`src/logic/sd_bus_pkg.sv`:
```
/*
  SD bus sizes and framing
  shared by the bus clock, command engine and sector receiver
*/
`default_nettype none

package sd_bus_pkg;

  localparam int CMD_FRAME_BITS    = 48;    // command or short response on the cmd line
  localparam int RESP_PAYLOAD_BITS = 47;    // response bits kept after the start bit
  localparam int CMD_PAD_CLKS      = 4;     // idle bus clocks ahead of every command

  localparam int SECTOR_WORDS      = 64;    // 512 bytes / 8 bytes per word
  localparam int WORD_BITS         = 64;
  localparam int SECTOR_NIBBLES    = 1024;  // 4-bit bus so two clocks per byte
  localparam int DATA_TAIL_CLKS    = 21;    // crc16 + end bit + 4 clocks of slack

  typedef logic [5:0] buf_addr_t;           // word index into the sector buffer

endpackage

`default_nettype wire

```
`src/logic/sd_cmd_pkg.sv`:
```
/*
  SD command set used by the host
  indices, fixed arguments, response fields and sequencer states
*/
`default_nettype none

package sd_cmd_pkg;

  localparam logic [5:0] CMD_GO_IDLE     = 6'd0;
  localparam logic [5:0] CMD_SEND_IF_COND = 6'd8;
  localparam logic [5:0] CMD_APP         = 6'd55;  // prefix for app commands
  localparam logic [5:0] ACMD_OP_COND    = 6'd41;
  localparam logic [5:0] CMD_SEND_RCA    = 6'd3;
  localparam logic [5:0] CMD_SELECT      = 6'd7;
  localparam logic [5:0] ACMD_BUS_WIDTH  = 6'd6;
  localparam logic [5:0] CMD_READ_MULTI  = 6'd18;
  localparam logic [5:0] CMD_STOP        = 6'd12;

  localparam logic [7:0]  CHECK_PATTERN = 8'hAA;
  localparam logic [31:0] ARG_IF_COND   = {20'h0, 4'h1, CHECK_PATTERN};  // 2.7-3.6V
  localparam logic [31:0] ARG_OP_COND   = 32'h4010_0000;  // HCS set, 3.2-3.3V window
  localparam logic [31:0] ARG_BUS4      = 32'h0000_0002;  // bus width code 2'b10

  // positions inside the 47 captured response bits, payload is [39:8]
  localparam int OCR_READY_BIT = 39;  // OCR bit 31, power-up done
  localparam int RCA_MSB       = 39;  // new RCA sits in R6 [39:24]

  typedef enum logic [3:0] {
    SEQ_IDLE,
    SEQ_CMD0,
    SEQ_CMD8,
    SEQ_APP41,
    SEQ_ACMD41,
    SEQ_CMD3,
    SEQ_CMD7,
    SEQ_APP6,
    SEQ_ACMD6,
    SEQ_READY,   // card in transfer state, waiting for a run
    SEQ_CMD18,
    SEQ_DATA,
    SEQ_CMD12
  } seq_state_t;

endpackage

`default_nettype wire

```
`src/logic/sd_card_sequencer.sv`:
```
/*
  SD card sequencer
  walks the SDHC init order, then runs multi-sector reads with CMD18,
  retries lost responses or data starts and closes each run with CMD12
*/
`timescale 1ns/100ps
`default_nettype none

module sd_card_sequencer (
  input  wire         clk_100mhz,
  input  wire         reset_ah,
  input  wire         start_i,
  input  wire  [19:0] sector_pos_i,
  input  wire  [19:0] sector_count_i,
  input  wire         cmd_done_i,
  input  wire         resp_ok_i,
  input  wire  [sd_bus_pkg::RESP_PAYLOAD_BITS-1:0] resp_bits_i,
  input  wire         data_done_i,
  input  wire         data_ok_i,
  output logic        cmd_start_o,
  output logic [5:0]  cmd_index_o,
  output logic [31:0] cmd_arg_o,
  output logic        data_start_o,
  output logic        fast_o,
  output logic        init_done_o,
  output logic        run_done_o
);

  sd_cmd_pkg::seq_state_t state_q;
  sd_cmd_pkg::seq_state_t nxt_state;  // where a finished command leads
  logic        pend_q;    // command or sector handed off, waiting for done
  logic [15:0] rca_q;
  logic [19:0] pos_q;
  logic [19:0] count_q;
  logic [19:0] offset_q;  // sectors already read in this run

  always_comb begin
    cmd_index_o = sd_cmd_pkg::CMD_GO_IDLE;
    cmd_arg_o   = '0;
    nxt_state   = state_q;
    case (state_q)
      sd_cmd_pkg::SEQ_CMD0: begin
        nxt_state = sd_cmd_pkg::SEQ_CMD8;  // no response to check
      end
      sd_cmd_pkg::SEQ_CMD8: begin
        cmd_index_o = sd_cmd_pkg::CMD_SEND_IF_COND;
        cmd_arg_o   = sd_cmd_pkg::ARG_IF_COND;
        if (resp_ok_i && resp_bits_i[15:8] == sd_cmd_pkg::CHECK_PATTERN) begin
          nxt_state = sd_cmd_pkg::SEQ_APP41;
        end
      end
      sd_cmd_pkg::SEQ_APP41: begin
        cmd_index_o = sd_cmd_pkg::CMD_APP;  // rca still 0 here
        if (resp_ok_i) nxt_state = sd_cmd_pkg::SEQ_ACMD41;
      end
      sd_cmd_pkg::SEQ_ACMD41: begin
        cmd_index_o = sd_cmd_pkg::ACMD_OP_COND;
        cmd_arg_o   = sd_cmd_pkg::ARG_OP_COND;
        nxt_state   = sd_cmd_pkg::SEQ_APP41;  // still powering up
        if (resp_ok_i && resp_bits_i[sd_cmd_pkg::OCR_READY_BIT]) begin
          nxt_state = sd_cmd_pkg::SEQ_CMD3;
        end
      end
      sd_cmd_pkg::SEQ_CMD3: begin
        cmd_index_o = sd_cmd_pkg::CMD_SEND_RCA;
        if (resp_ok_i) nxt_state = sd_cmd_pkg::SEQ_CMD7;
      end
      sd_cmd_pkg::SEQ_CMD7: begin
        cmd_index_o = sd_cmd_pkg::CMD_SELECT;
        cmd_arg_o   = {rca_q, 16'h0};
        if (resp_ok_i) nxt_state = sd_cmd_pkg::SEQ_APP6;
      end
      sd_cmd_pkg::SEQ_APP6: begin
        cmd_index_o = sd_cmd_pkg::CMD_APP;
        cmd_arg_o   = {rca_q, 16'h0};
        if (resp_ok_i) nxt_state = sd_cmd_pkg::SEQ_ACMD6;
      end
      sd_cmd_pkg::SEQ_ACMD6: begin
        cmd_index_o = sd_cmd_pkg::ACMD_BUS_WIDTH;
        cmd_arg_o   = sd_cmd_pkg::ARG_BUS4;
        nxt_state   = resp_ok_i ? sd_cmd_pkg::SEQ_READY : sd_cmd_pkg::SEQ_APP6;
      end
      sd_cmd_pkg::SEQ_CMD18: begin
        cmd_index_o = sd_cmd_pkg::CMD_READ_MULTI;
        cmd_arg_o   = {12'h0, pos_q + offset_q};  // SDHC block address
        if (resp_ok_i) nxt_state = sd_cmd_pkg::SEQ_DATA;
      end
      sd_cmd_pkg::SEQ_CMD12: begin
        cmd_index_o = sd_cmd_pkg::CMD_STOP;
        if (resp_ok_i) nxt_state = sd_cmd_pkg::SEQ_READY;
      end
      default: begin
        nxt_state = state_q;
      end
    endcase
  end

  always_ff @(posedge clk_100mhz) begin
    if (reset_ah) begin
      state_q      <= sd_cmd_pkg::SEQ_IDLE;
      pend_q       <= 1'b0;
      cmd_start_o  <= 1'b0;
      data_start_o <= 1'b0;
      fast_o       <= 1'b0;
      init_done_o  <= 1'b0;
      run_done_o   <= 1'b0;
      offset_q     <= '0;
    end else begin
      cmd_start_o  <= 1'b0;
      data_start_o <= 1'b0;
      run_done_o   <= 1'b0;
      case (state_q)
        sd_cmd_pkg::SEQ_IDLE: begin
          if (start_i) state_q <= sd_cmd_pkg::SEQ_CMD0;
        end
        sd_cmd_pkg::SEQ_READY: begin
          if (start_i && sector_count_i != '0) begin  // empty runs are dropped
            pos_q   <= sector_pos_i;
            count_q <= sector_count_i;
            state_q <= sd_cmd_pkg::SEQ_CMD18;
          end
        end
        sd_cmd_pkg::SEQ_DATA: begin
          if (!pend_q) begin
            data_start_o <= 1'b1;
            pend_q       <= 1'b1;
          end else if (data_done_i) begin
            pend_q <= 1'b0;
            if (!data_ok_i) begin
              state_q <= sd_cmd_pkg::SEQ_CMD18;  // no start bit, reissue at current offset
            end else begin
              offset_q <= offset_q + 20'd1;
              if (offset_q + 20'd1 == count_q) state_q <= sd_cmd_pkg::SEQ_CMD12;
            end
          end
        end
        default: begin  // one command in flight at a time
          if (!pend_q) begin
            cmd_start_o <= 1'b1;
            pend_q      <= 1'b1;
            if (state_q == sd_cmd_pkg::SEQ_CMD12) begin
              run_done_o <= (offset_q != '0);  // a CMD12 retry finds it cleared
              offset_q   <= '0;
            end
          end else if (cmd_done_i) begin
            pend_q  <= 1'b0;
            state_q <= nxt_state;
            if (state_q == sd_cmd_pkg::SEQ_CMD3 && resp_ok_i) begin
              rca_q <= resp_bits_i[sd_cmd_pkg::RCA_MSB -: 16];
            end
            if (state_q == sd_cmd_pkg::SEQ_CMD7 && resp_ok_i) fast_o <= 1'b1;  // card selected
            if (state_q == sd_cmd_pkg::SEQ_ACMD6 && resp_ok_i) init_done_o <= 1'b1;
          end
        end
      endcase
    end
  end

  // sector requests only come from the data phase and never with a command
  assert property (@(posedge clk_100mhz) disable iff (reset_ah)
    data_start_o |-> !cmd_start_o && state_q == sd_cmd_pkg::SEQ_DATA);

endmodule

`default_nettype wire

```
`src/logic/sd_clock_gen.sv`:
```
/*
  SD bus clock divider
  toggles sdclk while a user is busy and strobes each edge one cycle early
*/
`timescale 1ns/100ps
`default_nettype none

module sd_clock_gen #(
  parameter int unsigned CLK_DIV_SLOW = 125,  // half-period in system clocks
  parameter int unsigned CLK_DIV_FAST = 2
) (
  input  wire  clk_100mhz,
  input  wire  reset_ah,
  input  wire  run_i,
  input  wire  fast_i,
  output logic sdclk_o,
  output logic rise_o,
  output logic fall_o
);

  localparam int CNT_W = $clog2(CLK_DIV_SLOW + 1);

  logic [CNT_W-1:0] cnt_q;
  logic [CNT_W-1:0] half_m1;
  logic             tick;

  assign half_m1 = fast_i ? CNT_W'(CLK_DIV_FAST - 1) : CNT_W'(CLK_DIV_SLOW - 1);
  assign tick    = (run_i || sdclk_o) && (cnt_q >= half_m1);  // a high phase always completes
  assign rise_o  = tick && !sdclk_o;
  assign fall_o  = tick && sdclk_o;

  always_ff @(posedge clk_100mhz) begin
    if (reset_ah) begin
      cnt_q    <= '0;
      sdclk_o  <= 1'b0;
    end else if (tick) begin
      cnt_q    <= '0;
      sdclk_o  <= !sdclk_o;
    end else if (run_i || sdclk_o) begin
      cnt_q    <= cnt_q + 1'b1;
    end else begin
      cnt_q    <= '0;  // parked low
    end
  end

  // an edge strobe is exclusive and the pin follows it next cycle
  assert property (@(posedge clk_100mhz) disable iff (reset_ah)
    rise_o |-> !fall_o ##1 sdclk_o);

endmodule

`default_nettype wire

```
`src/logic/sd_cmd_engine.sv`:
```
/*
  SD command engine
  pads, sends a 48-bit command with serial CRC7 on falling edges,
  then samples a 47-bit response on rising edges with a timeout
*/
`timescale 1ns/100ps
`default_nettype none

module sd_cmd_engine #(
  parameter int unsigned RESP_TIMEOUT = 64  // bus clocks to wait for a start bit
) (
  input  wire         clk_100mhz,
  input  wire         reset_ah,
  input  wire         cmd_start_i,
  input  wire  [5:0]  cmd_index_i,
  input  wire  [31:0] cmd_arg_i,
  input  wire         rise_i,
  input  wire         fall_i,
  input  wire         cmd_i,
  output logic        busy_o,
  output logic        cmd_o,
  output logic        cmd_oe_o,
  output logic        cmd_done_o,
  output logic        resp_ok_o,
  output logic [sd_bus_pkg::RESP_PAYLOAD_BITS-1:0] resp_bits_o
);

  localparam int         WAIT_W    = $clog2(RESP_TIMEOUT + 1);
  localparam logic [6:0] TX_FIRST  = 7'(sd_bus_pkg::CMD_PAD_CLKS);  // fall that drives start bit
  localparam logic [6:0] TX_END    = 7'(sd_bus_pkg::CMD_PAD_CLKS + sd_bus_pkg::CMD_FRAME_BITS);
  localparam logic [6:0] CRC_FIRST = TX_END - 7'd8;  // crc7 then end bit
  localparam logic [5:0] RESP_LAST = 6'(sd_bus_pkg::RESP_PAYLOAD_BITS - 1);

  typedef enum logic [1:0] {E_IDLE, E_TX, E_WAIT, E_RESP} eng_state_t;

  eng_state_t        state_q;
  logic [6:0]        tx_cnt_q;   // falls since cmd_start
  logic [39:0]       frame_q;    // start, dir, index, arg
  logic [6:0]        crc_q;
  logic              no_resp_q;  // CMD0 gets no answer
  logic [WAIT_W-1:0] wait_cnt_q;
  logic [5:0]        resp_cnt_q;

  function automatic logic [6:0] crc7_step(input logic [6:0] crc, input logic din);
    logic fb;
    fb = crc[6] ^ din;
    return {crc[5:0], fb} ^ {3'b000, fb, 3'b000};  // x^7 + x^3 + 1
  endfunction

  assign busy_o = (state_q != E_IDLE);

  always_ff @(posedge clk_100mhz) begin
    if (reset_ah) begin
      state_q    <= E_IDLE;
      cmd_o      <= 1'b1;
      cmd_oe_o   <= 1'b0;
      cmd_done_o <= 1'b0;
      resp_ok_o  <= 1'b0;
      tx_cnt_q   <= '0;
      crc_q      <= '0;
      wait_cnt_q <= '0;
      resp_cnt_q <= '0;
    end else begin
      cmd_done_o <= 1'b0;
      case (state_q)
        E_IDLE: begin
          if (cmd_start_i) begin
            state_q  <= E_TX;
            tx_cnt_q <= '0;
            crc_q    <= '0;
          end
        end
        E_TX: begin
          if (fall_i) begin
            tx_cnt_q <= tx_cnt_q + 1'b1;
            if (tx_cnt_q == TX_END) begin  // end bit held a full clock, let go of the line
              cmd_oe_o <= 1'b0;
              if (no_resp_q) begin
                state_q    <= E_IDLE;
                cmd_done_o <= 1'b1;
                resp_ok_o  <= 1'b1;
              end else begin
                state_q    <= E_WAIT;
                wait_cnt_q <= '0;
              end
            end else if (tx_cnt_q >= TX_FIRST) begin
              cmd_oe_o <= 1'b1;
              if (tx_cnt_q < CRC_FIRST) begin
                cmd_o <= frame_q[39];
                crc_q <= crc7_step(crc_q, frame_q[39]);
              end else if (tx_cnt_q < TX_END - 7'd1) begin
                cmd_o <= crc_q[6];  // crc shifted out msb first
                crc_q <= {crc_q[5:0], 1'b0};
              end else begin
                cmd_o <= 1'b1;      // end bit
              end
            end
          end
        end
        E_WAIT: begin
          if (rise_i) begin
            if (!cmd_i) begin
              state_q    <= E_RESP;  // start bit seen
              resp_cnt_q <= '0;
            end else if (wait_cnt_q == WAIT_W'(RESP_TIMEOUT - 1)) begin
              state_q    <= E_IDLE;
              cmd_done_o <= 1'b1;
              resp_ok_o  <= 1'b0;
            end else begin
              wait_cnt_q <= wait_cnt_q + 1'b1;
            end
          end
        end
        default: begin  // E_RESP
          if (rise_i) begin
            resp_cnt_q <= resp_cnt_q + 1'b1;
            if (resp_cnt_q == RESP_LAST) begin
              state_q    <= E_IDLE;
              cmd_done_o <= 1'b1;
              resp_ok_o  <= 1'b1;
            end
          end
        end
      endcase
    end
  end

  // frame and response shifters carry no reset
  always_ff @(posedge clk_100mhz) begin
    if (state_q == E_IDLE && cmd_start_i) begin
      frame_q   <= {2'b01, cmd_index_i, cmd_arg_i};
      no_resp_q <= (cmd_index_i == sd_cmd_pkg::CMD_GO_IDLE);
    end else if (state_q == E_TX && fall_i && tx_cnt_q >= TX_FIRST) begin
      frame_q   <= {frame_q[38:0], 1'b0};
    end
    if (state_q == E_RESP && rise_i) begin
      resp_bits_o <= {resp_bits_o[sd_bus_pkg::RESP_PAYLOAD_BITS-2:0], cmd_i};  // msb first
    end
  end

  // the card owns the line from the end of the command until cmd_done
  assert property (@(posedge clk_100mhz) disable iff (reset_ah)
    (state_q == E_WAIT || state_q == E_RESP) |-> !cmd_oe_o);

endmodule

`default_nettype wire

```
`src/logic/sd_sector_rx.sv`:
```
/*
  SD sector receiver
  finds the data start bit on dat[0], packs 1024 nibbles into 64-bit
  words of the sector buffer and skips the crc16 tail
*/
`timescale 1ns/100ps
`default_nettype none

module sd_sector_rx #(
  parameter int unsigned DATA_TIMEOUT = 50000  // bus clocks to wait for a start bit
) (
  input  wire         clk_100mhz,
  input  wire         reset_ah,
  input  wire         data_start_i,
  input  wire         rise_i,
  input  wire         fall_i,
  input  wire  [3:0]  dat_i,
  input  wire  sd_bus_pkg::buf_addr_t buf_addr_i,
  output logic        busy_o,
  output logic        data_done_o,
  output logic        data_ok_o,
  output logic        sector_done_o,
  output logic [sd_bus_pkg::WORD_BITS-1:0] buf_data_o
);

  localparam int         WAIT_W    = $clog2(DATA_TIMEOUT + 1);
  localparam logic [9:0] NIB_LAST  = 10'(sd_bus_pkg::SECTOR_NIBBLES - 1);
  localparam logic [4:0] TAIL_LAST = 5'(sd_bus_pkg::DATA_TAIL_CLKS - 1);

  typedef enum logic [1:0] {R_IDLE, R_WAIT, R_DATA, R_TAIL} rx_state_t;

  rx_state_t         state_q;
  logic [WAIT_W-1:0] wait_cnt_q;
  logic [9:0]        nib_cnt_q;   // word index in [9:4] and nibble in [3:0]
  logic [4:0]        tail_cnt_q;
  logic [5:0]        lane;        // lowest bit of the nibble in its word
  logic              nib_en;
  logic              wr_en;
  logic [sd_bus_pkg::WORD_BITS-1:0] word_q;
  logic [sd_bus_pkg::WORD_BITS-1:0] buf_mem [sd_bus_pkg::SECTOR_WORDS];

  // byte k of a word sits at bit 8k with its upper nibble first
  assign lane   = {nib_cnt_q[3:1], !nib_cnt_q[0], 2'b00};
  assign nib_en = (state_q == R_DATA) && rise_i;
  assign wr_en  = nib_en && (nib_cnt_q[3:0] == 4'hF);
  assign busy_o = (state_q != R_IDLE);

  always_ff @(posedge clk_100mhz) begin
    if (reset_ah) begin
      state_q       <= R_IDLE;
      data_done_o   <= 1'b0;
      data_ok_o     <= 1'b0;
      sector_done_o <= 1'b0;
      wait_cnt_q    <= '0;
      nib_cnt_q     <= '0;
      tail_cnt_q    <= '0;
    end else begin
      data_done_o   <= 1'b0;
      sector_done_o <= wr_en && (nib_cnt_q == NIB_LAST);  // one cycle after the last write
      case (state_q)
        R_IDLE: begin
          if (data_start_i) begin
            state_q    <= R_WAIT;
            wait_cnt_q <= '0;
          end
        end
        R_WAIT: begin
          if (rise_i) begin
            if (!dat_i[0]) begin
              state_q   <= R_DATA;
              nib_cnt_q <= '0;
            end else if (wait_cnt_q == WAIT_W'(DATA_TIMEOUT - 1)) begin
              state_q     <= R_IDLE;  // card never started so the sequencer retries
              data_done_o <= 1'b1;
              data_ok_o   <= 1'b0;
            end else begin
              wait_cnt_q <= wait_cnt_q + 1'b1;
            end
          end
        end
        R_DATA: begin
          if (rise_i) begin
            nib_cnt_q <= nib_cnt_q + 1'b1;
            if (nib_cnt_q == NIB_LAST) begin
              state_q    <= R_TAIL;
              tail_cnt_q <= '0;
            end
          end
        end
        default: begin  // R_TAIL counts falls so the clock ends low
          if (fall_i) begin
            tail_cnt_q <= tail_cnt_q + 1'b1;
            if (tail_cnt_q == TAIL_LAST) begin
              state_q     <= R_IDLE;
              data_done_o <= 1'b1;
              data_ok_o   <= 1'b1;
            end
          end
        end
      endcase
    end
  end

  always_ff @(posedge clk_100mhz) begin
    if (wr_en) begin  // 16th nibble goes straight into the memory word
      buf_mem[nib_cnt_q[9:4]] <= {word_q[63:60], dat_i, word_q[55:0]};
    end else if (nib_en) begin
      word_q[lane +: 4] <= dat_i;
    end
    buf_data_o <= buf_mem[buf_addr_i];  // registered read port
  end

  // a buffer write keeps the payload open, only the last word closes it with sector_done
  assert property (@(posedge clk_100mhz) disable iff (reset_ah)
    wr_en |=> (state_q == R_DATA) || (state_q == R_TAIL && sector_done_o));

endmodule

`default_nettype wire

```
`src/logic/sdio_burst_reader.sv`:
```
/*
  SDIO burst reader top
  4-bit SD host for SDHC cards with a 64 x 64-bit sector buffer
*/
`timescale 1ns/100ps
`default_nettype none

module sdio_burst_reader #(
  parameter int unsigned CLK_DIV_SLOW = 125,   // 400 kHz during identification
  parameter int unsigned CLK_DIV_FAST = 2,     // 25 MHz after select
  parameter int unsigned RESP_TIMEOUT = 64,
  parameter int unsigned DATA_TIMEOUT = 50000
) (
  input  wire         clk_100mhz,
  input  wire         reset_ah,
  input  wire         start_i,
  input  wire  [19:0] sector_pos_i,
  input  wire  [19:0] sector_count_i,
  input  wire  sd_bus_pkg::buf_addr_t buf_addr_i,
  output logic [sd_bus_pkg::WORD_BITS-1:0] buf_data_o,
  output logic        init_done_o,
  output logic        sector_done_o,
  output logic        run_done_o,
  output logic        sdclk_o,
  output logic        cmd_o,
  output logic        cmd_oe_o,
  input  wire         cmd_i,
  input  wire  [3:0]  dat_i
);

  logic        cmd_start;
  logic [5:0]  cmd_index;
  logic [31:0] cmd_arg;
  logic        cmd_done;
  logic        resp_ok;
  logic [sd_bus_pkg::RESP_PAYLOAD_BITS-1:0] resp_bits;
  logic        data_start;
  logic        data_done;
  logic        data_ok;
  logic        fast;
  logic        rise;
  logic        fall;
  logic        cmd_busy;
  logic        rx_busy;

  sd_card_sequencer seq0 (
    .clk_100mhz, .reset_ah, .start_i, .sector_pos_i, .sector_count_i,
    .cmd_done_i(cmd_done), .resp_ok_i(resp_ok), .resp_bits_i(resp_bits),
    .data_done_i(data_done), .data_ok_i(data_ok),
    .cmd_start_o(cmd_start), .cmd_index_o(cmd_index), .cmd_arg_o(cmd_arg),
    .data_start_o(data_start), .fast_o(fast), .init_done_o, .run_done_o
  );

  sd_clock_gen #(.CLK_DIV_SLOW(CLK_DIV_SLOW), .CLK_DIV_FAST(CLK_DIV_FAST)) clk0 (
    .clk_100mhz, .reset_ah,
    .run_i(cmd_busy | rx_busy),  // bus clock only runs while someone needs it
    .fast_i(fast), .sdclk_o, .rise_o(rise), .fall_o(fall)
  );

  sd_cmd_engine #(.RESP_TIMEOUT(RESP_TIMEOUT)) cmd0 (
    .clk_100mhz, .reset_ah, .cmd_start_i(cmd_start), .cmd_index_i(cmd_index),
    .cmd_arg_i(cmd_arg), .rise_i(rise), .fall_i(fall), .cmd_i,
    .busy_o(cmd_busy), .cmd_o, .cmd_oe_o, .cmd_done_o(cmd_done),
    .resp_ok_o(resp_ok), .resp_bits_o(resp_bits)
  );

  sd_sector_rx #(.DATA_TIMEOUT(DATA_TIMEOUT)) rx0 (
    .clk_100mhz, .reset_ah, .data_start_i(data_start), .rise_i(rise), .fall_i(fall),
    .dat_i, .buf_addr_i, .busy_o(rx_busy), .data_done_o(data_done),
    .data_ok_o(data_ok), .sector_done_o, .buf_data_o
  );

endmodule

`default_nettype wire

```
`config.mk`:
```
export PLATFORM = sky130hd
export DESIGN_NAME = sdio_burst_reader
export DESIGN_NICKNAME = d
export VERILOG_FILES = /design/src/logic/sd_bus_pkg.sv /design/src/logic/sd_cmd_pkg.sv /design/src/logic/sd_card_sequencer.sv /design/src/logic/sd_clock_gen.sv /design/src/logic/sd_cmd_engine.sv /design/src/logic/sd_sector_rx.sv /design/src/logic/sdio_burst_reader.sv
export SDC_FILE = /design/constraint.sdc
export NUM_CORES = 2
export LEC_CHECK = 0
export BUFFER_PORTS_ARGS = -buffer_cell sky130_fd_sc_hd__buf_2
export CAP_MARGIN = 20
export CELL_PAD_IN_SITES_DETAIL_PLACEMENT = 1
export CELL_PAD_IN_SITES_GLOBAL_PLACEMENT = 2
export CORE_ASPECT_RATIO = 0.8
export CORE_UTILIZATION = 46
export CTS_BUF_LIST = sky130_fd_sc_hd__clkbuf_4 sky130_fd_sc_hd__clkbuf_8 sky130_fd_sc_hd__clkbuf_16
export DETAILED_ROUTE_END_ITERATION = 7
export GPL_TIMING_DRIVEN = 0
export PLACE_DENSITY_LB_ADDON = 0.1
export SKIP_CTS_REPAIR_TIMING = 1
export SYNTH_ARGS = -nofsm -noshare
export SYNTH_HDL_FRONTEND = slang
export SYNTH_SLANG_ARGS = --single-unit
```
`constraint.sdc`:
```
create_clock -name clk_100mhz -period 5.2 [get_ports clk_100mhz]
set_input_delay 0.52 -clock clk_100mhz [delete_from_list [all_inputs] [get_ports clk_100mhz]]
set_output_delay 0.52 -clock clk_100mhz [all_outputs]
set_load 0.1 [all_outputs]
```
==> results.json <==
{
  "hold_class": "primary input to register",
  "slew_headroom_pct": 21.4,
  "async_flop_share_pct": 0,
  "yosys_register_bits": 4464,
  "portBuffers": 117,
  "reg2reg_from": "cmd0.state_q[0]",
  "drv_slew": 0,
  "cp_max_fo": 19,
  "hp-start": "dat_i[1]",
  "startpoint": "cmd0.state_q[0]",
  "firstDrtPassIters": 8,
  "core_mm2": 0.369,
  "finalNonFillerCells": 13800,
  "cp.required_ps": 5860,
  "r2r_slack_ps": -3,
  "rsz0062_at_grt": "true",
  "regArea_mm2": 0.132,
  "ys_types": 82,
  "overflow": 0,
  "initial_utilization_pct": 46.4,
  "final_common_cell": "edfxtp_1",
  "clk_latency_ps": 1000,
  "synth_ff_type": "edfxtp_1",
  "antenna_found_initial": 31,
  "r2r-end": "rx0.buf_mem[29][24]",
  "die_h_um": 547,
  "grt_pass1_vias": 85700,
  "netlist_area_mm2": 0.171,
  "initialDrtViolationCount": 10300,
  "fin_ws_ps": -2.75,
  "fmax_ghz": 0.192,
  "htreeDepth": 5,
  "placed_area_mm2": 0.186,
  "whs_path_depth": 1,
  "ys.warnings.count": 0,
  "dpl.cell_count": 12700,
  "wl_per_cell_um": 35.5,
  "fin_nets": 8598,
  "fin_crit_ps": 5200,
  "areaGrowthSynthToFinish_pct": 18.9,
  "cts_tree": "done",
  "cap_violations": 0,
  "grt_start_max_net_pins": 74,
  "clk_pin_slew_ps": 70,
  "vdd_drop_max_uv": 309,
  "power.density_mw_per_mm2": 363,
  "hold_path_end": "rx0.buf_mem[59][57]",
  "status": "finished with violations",
  "hold_viol": 0,
  "crit_type": "register to register",
  "clock_sinks": 4464,
  "drc": 0,
  "clock_skew_ps": 75.3,
  "start_kind": "register",
  "drive_above_1_share_pct": 33.1,
  "dp_hpwl_um": 336000,
  "multi_input_area_mm2": 0.0374,
  "critPathCaptureType": "register",
  "synth_edf_count": 4291,
  "row_count": 199,
  "violations": "setup timing",
  "tightestPinTransition_ps": 1180,
  "arrival_ps": 5860,
  "p_leak_nw": 57.7,
  "ys_seq_area_share_pct": 77.4,
  "dieArea_mm2": 0.374,
  "gp_congestion": 0.789,
  "synthesis.nets": 7429,
  "synthCells": 7325,
  "chipWidth_um": 683,
  "clk_root_buffer_cell": "clkbuf_16",
  "reg2reg_depth": 10,
  "layout_worst_path_cycle_share_pct": 100,
  "syn_avg_cell_area_um2": 23.3,
  "design.portCount": 124,
  "mostFrequentLayoutCells": "4291 x edfxtp_1, 1344 x mux4_2, 441 x clkbuf_16, 241 x clkbuf_1, 223 x buf_12",
  "clock_path_buffers": 4,
  "fin_area_mm2": 0.203,
  "num_vias": 84700,
  "finalWirelength_um": 490000,
  "route.antenna.remaining_nets": 0,
  "routed_via_density": 6.13,
  "grt_pass1_wl_um": 678000,
  "cts_buffers": 437,
  "fillers": 30900,
  "finalSetupViolCount": 2,
  "track_usage_pct": 25.9
}
flip-flops by register name (all words and copies together) (netlist names), 10 cells and up:
name              count
rx0.buf_data_o       64
rx0.buf_mem        4096
cmd0.frame_q         40
cmd0.resp_bits_o     40
seq0.rca_q           16
seq0.offset_q        20
seq0.pos_q           20
seq0.count_q         20
rx0.nib_cnt_q        10
rx0.wait_cnt_q       16
rx0.word_q           60
per-layer routing:
metal	GRT usage, %	wire length [um]	up-vias
li1	-	-	33800
met1	39.0	213000	46800
met2	40.1	227000	3456
met3	4.39	38700	627
met4	6.05	11400	4
met5	0	28	-
metrics by stage:
step	setup TNS (ps)	power [mW]	hold WS (ps)	setup WS, ps	utilization (%)
final	-5.39	73.7	105	-2.75	55.1
after global routing	-60120	75.5	95.0	-277	55.1
after CTS	-210080	74.2	-387	-530	54.4
after detailed placement	-164830	42.6	405	-503	50.5
after global placement	-	42.4	406	-6630	48.2
after floorplan	-140540	41.4	400	-106	-
worst max-delay path by stage:
stage | to | slack [ps]
after CTS | rx0.buf_mem[38][37] | -530
after detailed placement | rx0.buf_mem[38][36] | -500
after global placement | rx0.buf_mem[46][46] | -6630
final | rx0.buf_mem[29][24] | -3
after floorplan | rx0.buf_mem[62][0] | -110
after global routing | rx0.buf_mem[13][38] | -280
cells in the mapped netlist (6+ instances only):
master	n	area [um^2]
a21o_1	15	113
nor4_1	25	156
a31oi_1	12	75.1
clkbuf_1	266	998
and2_1	39	244
dfxtp_1	173	3460
o21ai_0	60	300
ha_1	49	613
nor2b_1	11	68.8
a22o_1	15	131
inv_1	44	165
o211ai_1	6	45.0
or4_1	13	97.6
nand4_1	25	156
a211oi_1	9	67.6
nand2_1	115	432
o31ai_1	15	113
mux4_2	1344	30300
nor3_1	43	215
nand2b_1	18	113
and3_1	13	81.3
edfxtp_1	4291	129000
a21oi_1	96	480
buf_2	48	240
nor2_1	234	878
nor4b_1	8	70.1
or3_1	15	93.8
buf_1	56	210
xor2_1	21	184
nor3b_1	8	60.1
nand3_1	52	260
xnor2_1	59	517
mux2i_1	7	70.1
nand3b_1	12	90.1
o22ai_1	6	37.5
where the power goes:
group | internal [mW] | total (mW) | switching [mW]
clock network | 18.1 | 31.9 | 13.7
logic | 0.986 | 2.74 | 1.76
registers | 39.0 | 39.1 | 0.0612
total | 58.1 | 73.7 | 15.6
logic make-up (layout without fill, tap and decap cells):
logic type / count (synthesis) / in the layout / share of synthesized area, %
XOR/XNOR: 80 / 80 / 0.410
adder cells (fa/ha/maj): 50 / 50 / 0.371
buffers and inverters: 418 / 1962 / 0.955
AND/OR/NAND/NOR: 662 / 662 / 1.93
flip-flops: 4464 / 4464 / 77.4
other: 0 / 31 / 0
AO/OA/AOI/OAI: 299 / 299 / 1.12
multiplexers: 1352 / 1352 / 17.8
worst max-delay path: stages, from the launching register on:
cell	delay, ps
dfxtp_1	400
inv_1	110
ha_1	200
clkbuf_1	280
a21oi_1	710
nand4_1	610
nor2_1	520
nand2_1	610
nor2_4	820
buf_12	280
buf_12	220
layout make-up:
cell class	count	area share (%)
well taps	4924	3.03
diodes	31	0.0382
flip-flops and latches	4464	65.2
repair buffers	730	5.44
clock buffers	577	6.03
multi-input cells	2443	18.4
inverters	46	0.0850
plain buffers	372	0.737
clock inverters	237	1.06
No activity file was read; power rests on OpenSTA's default activity.
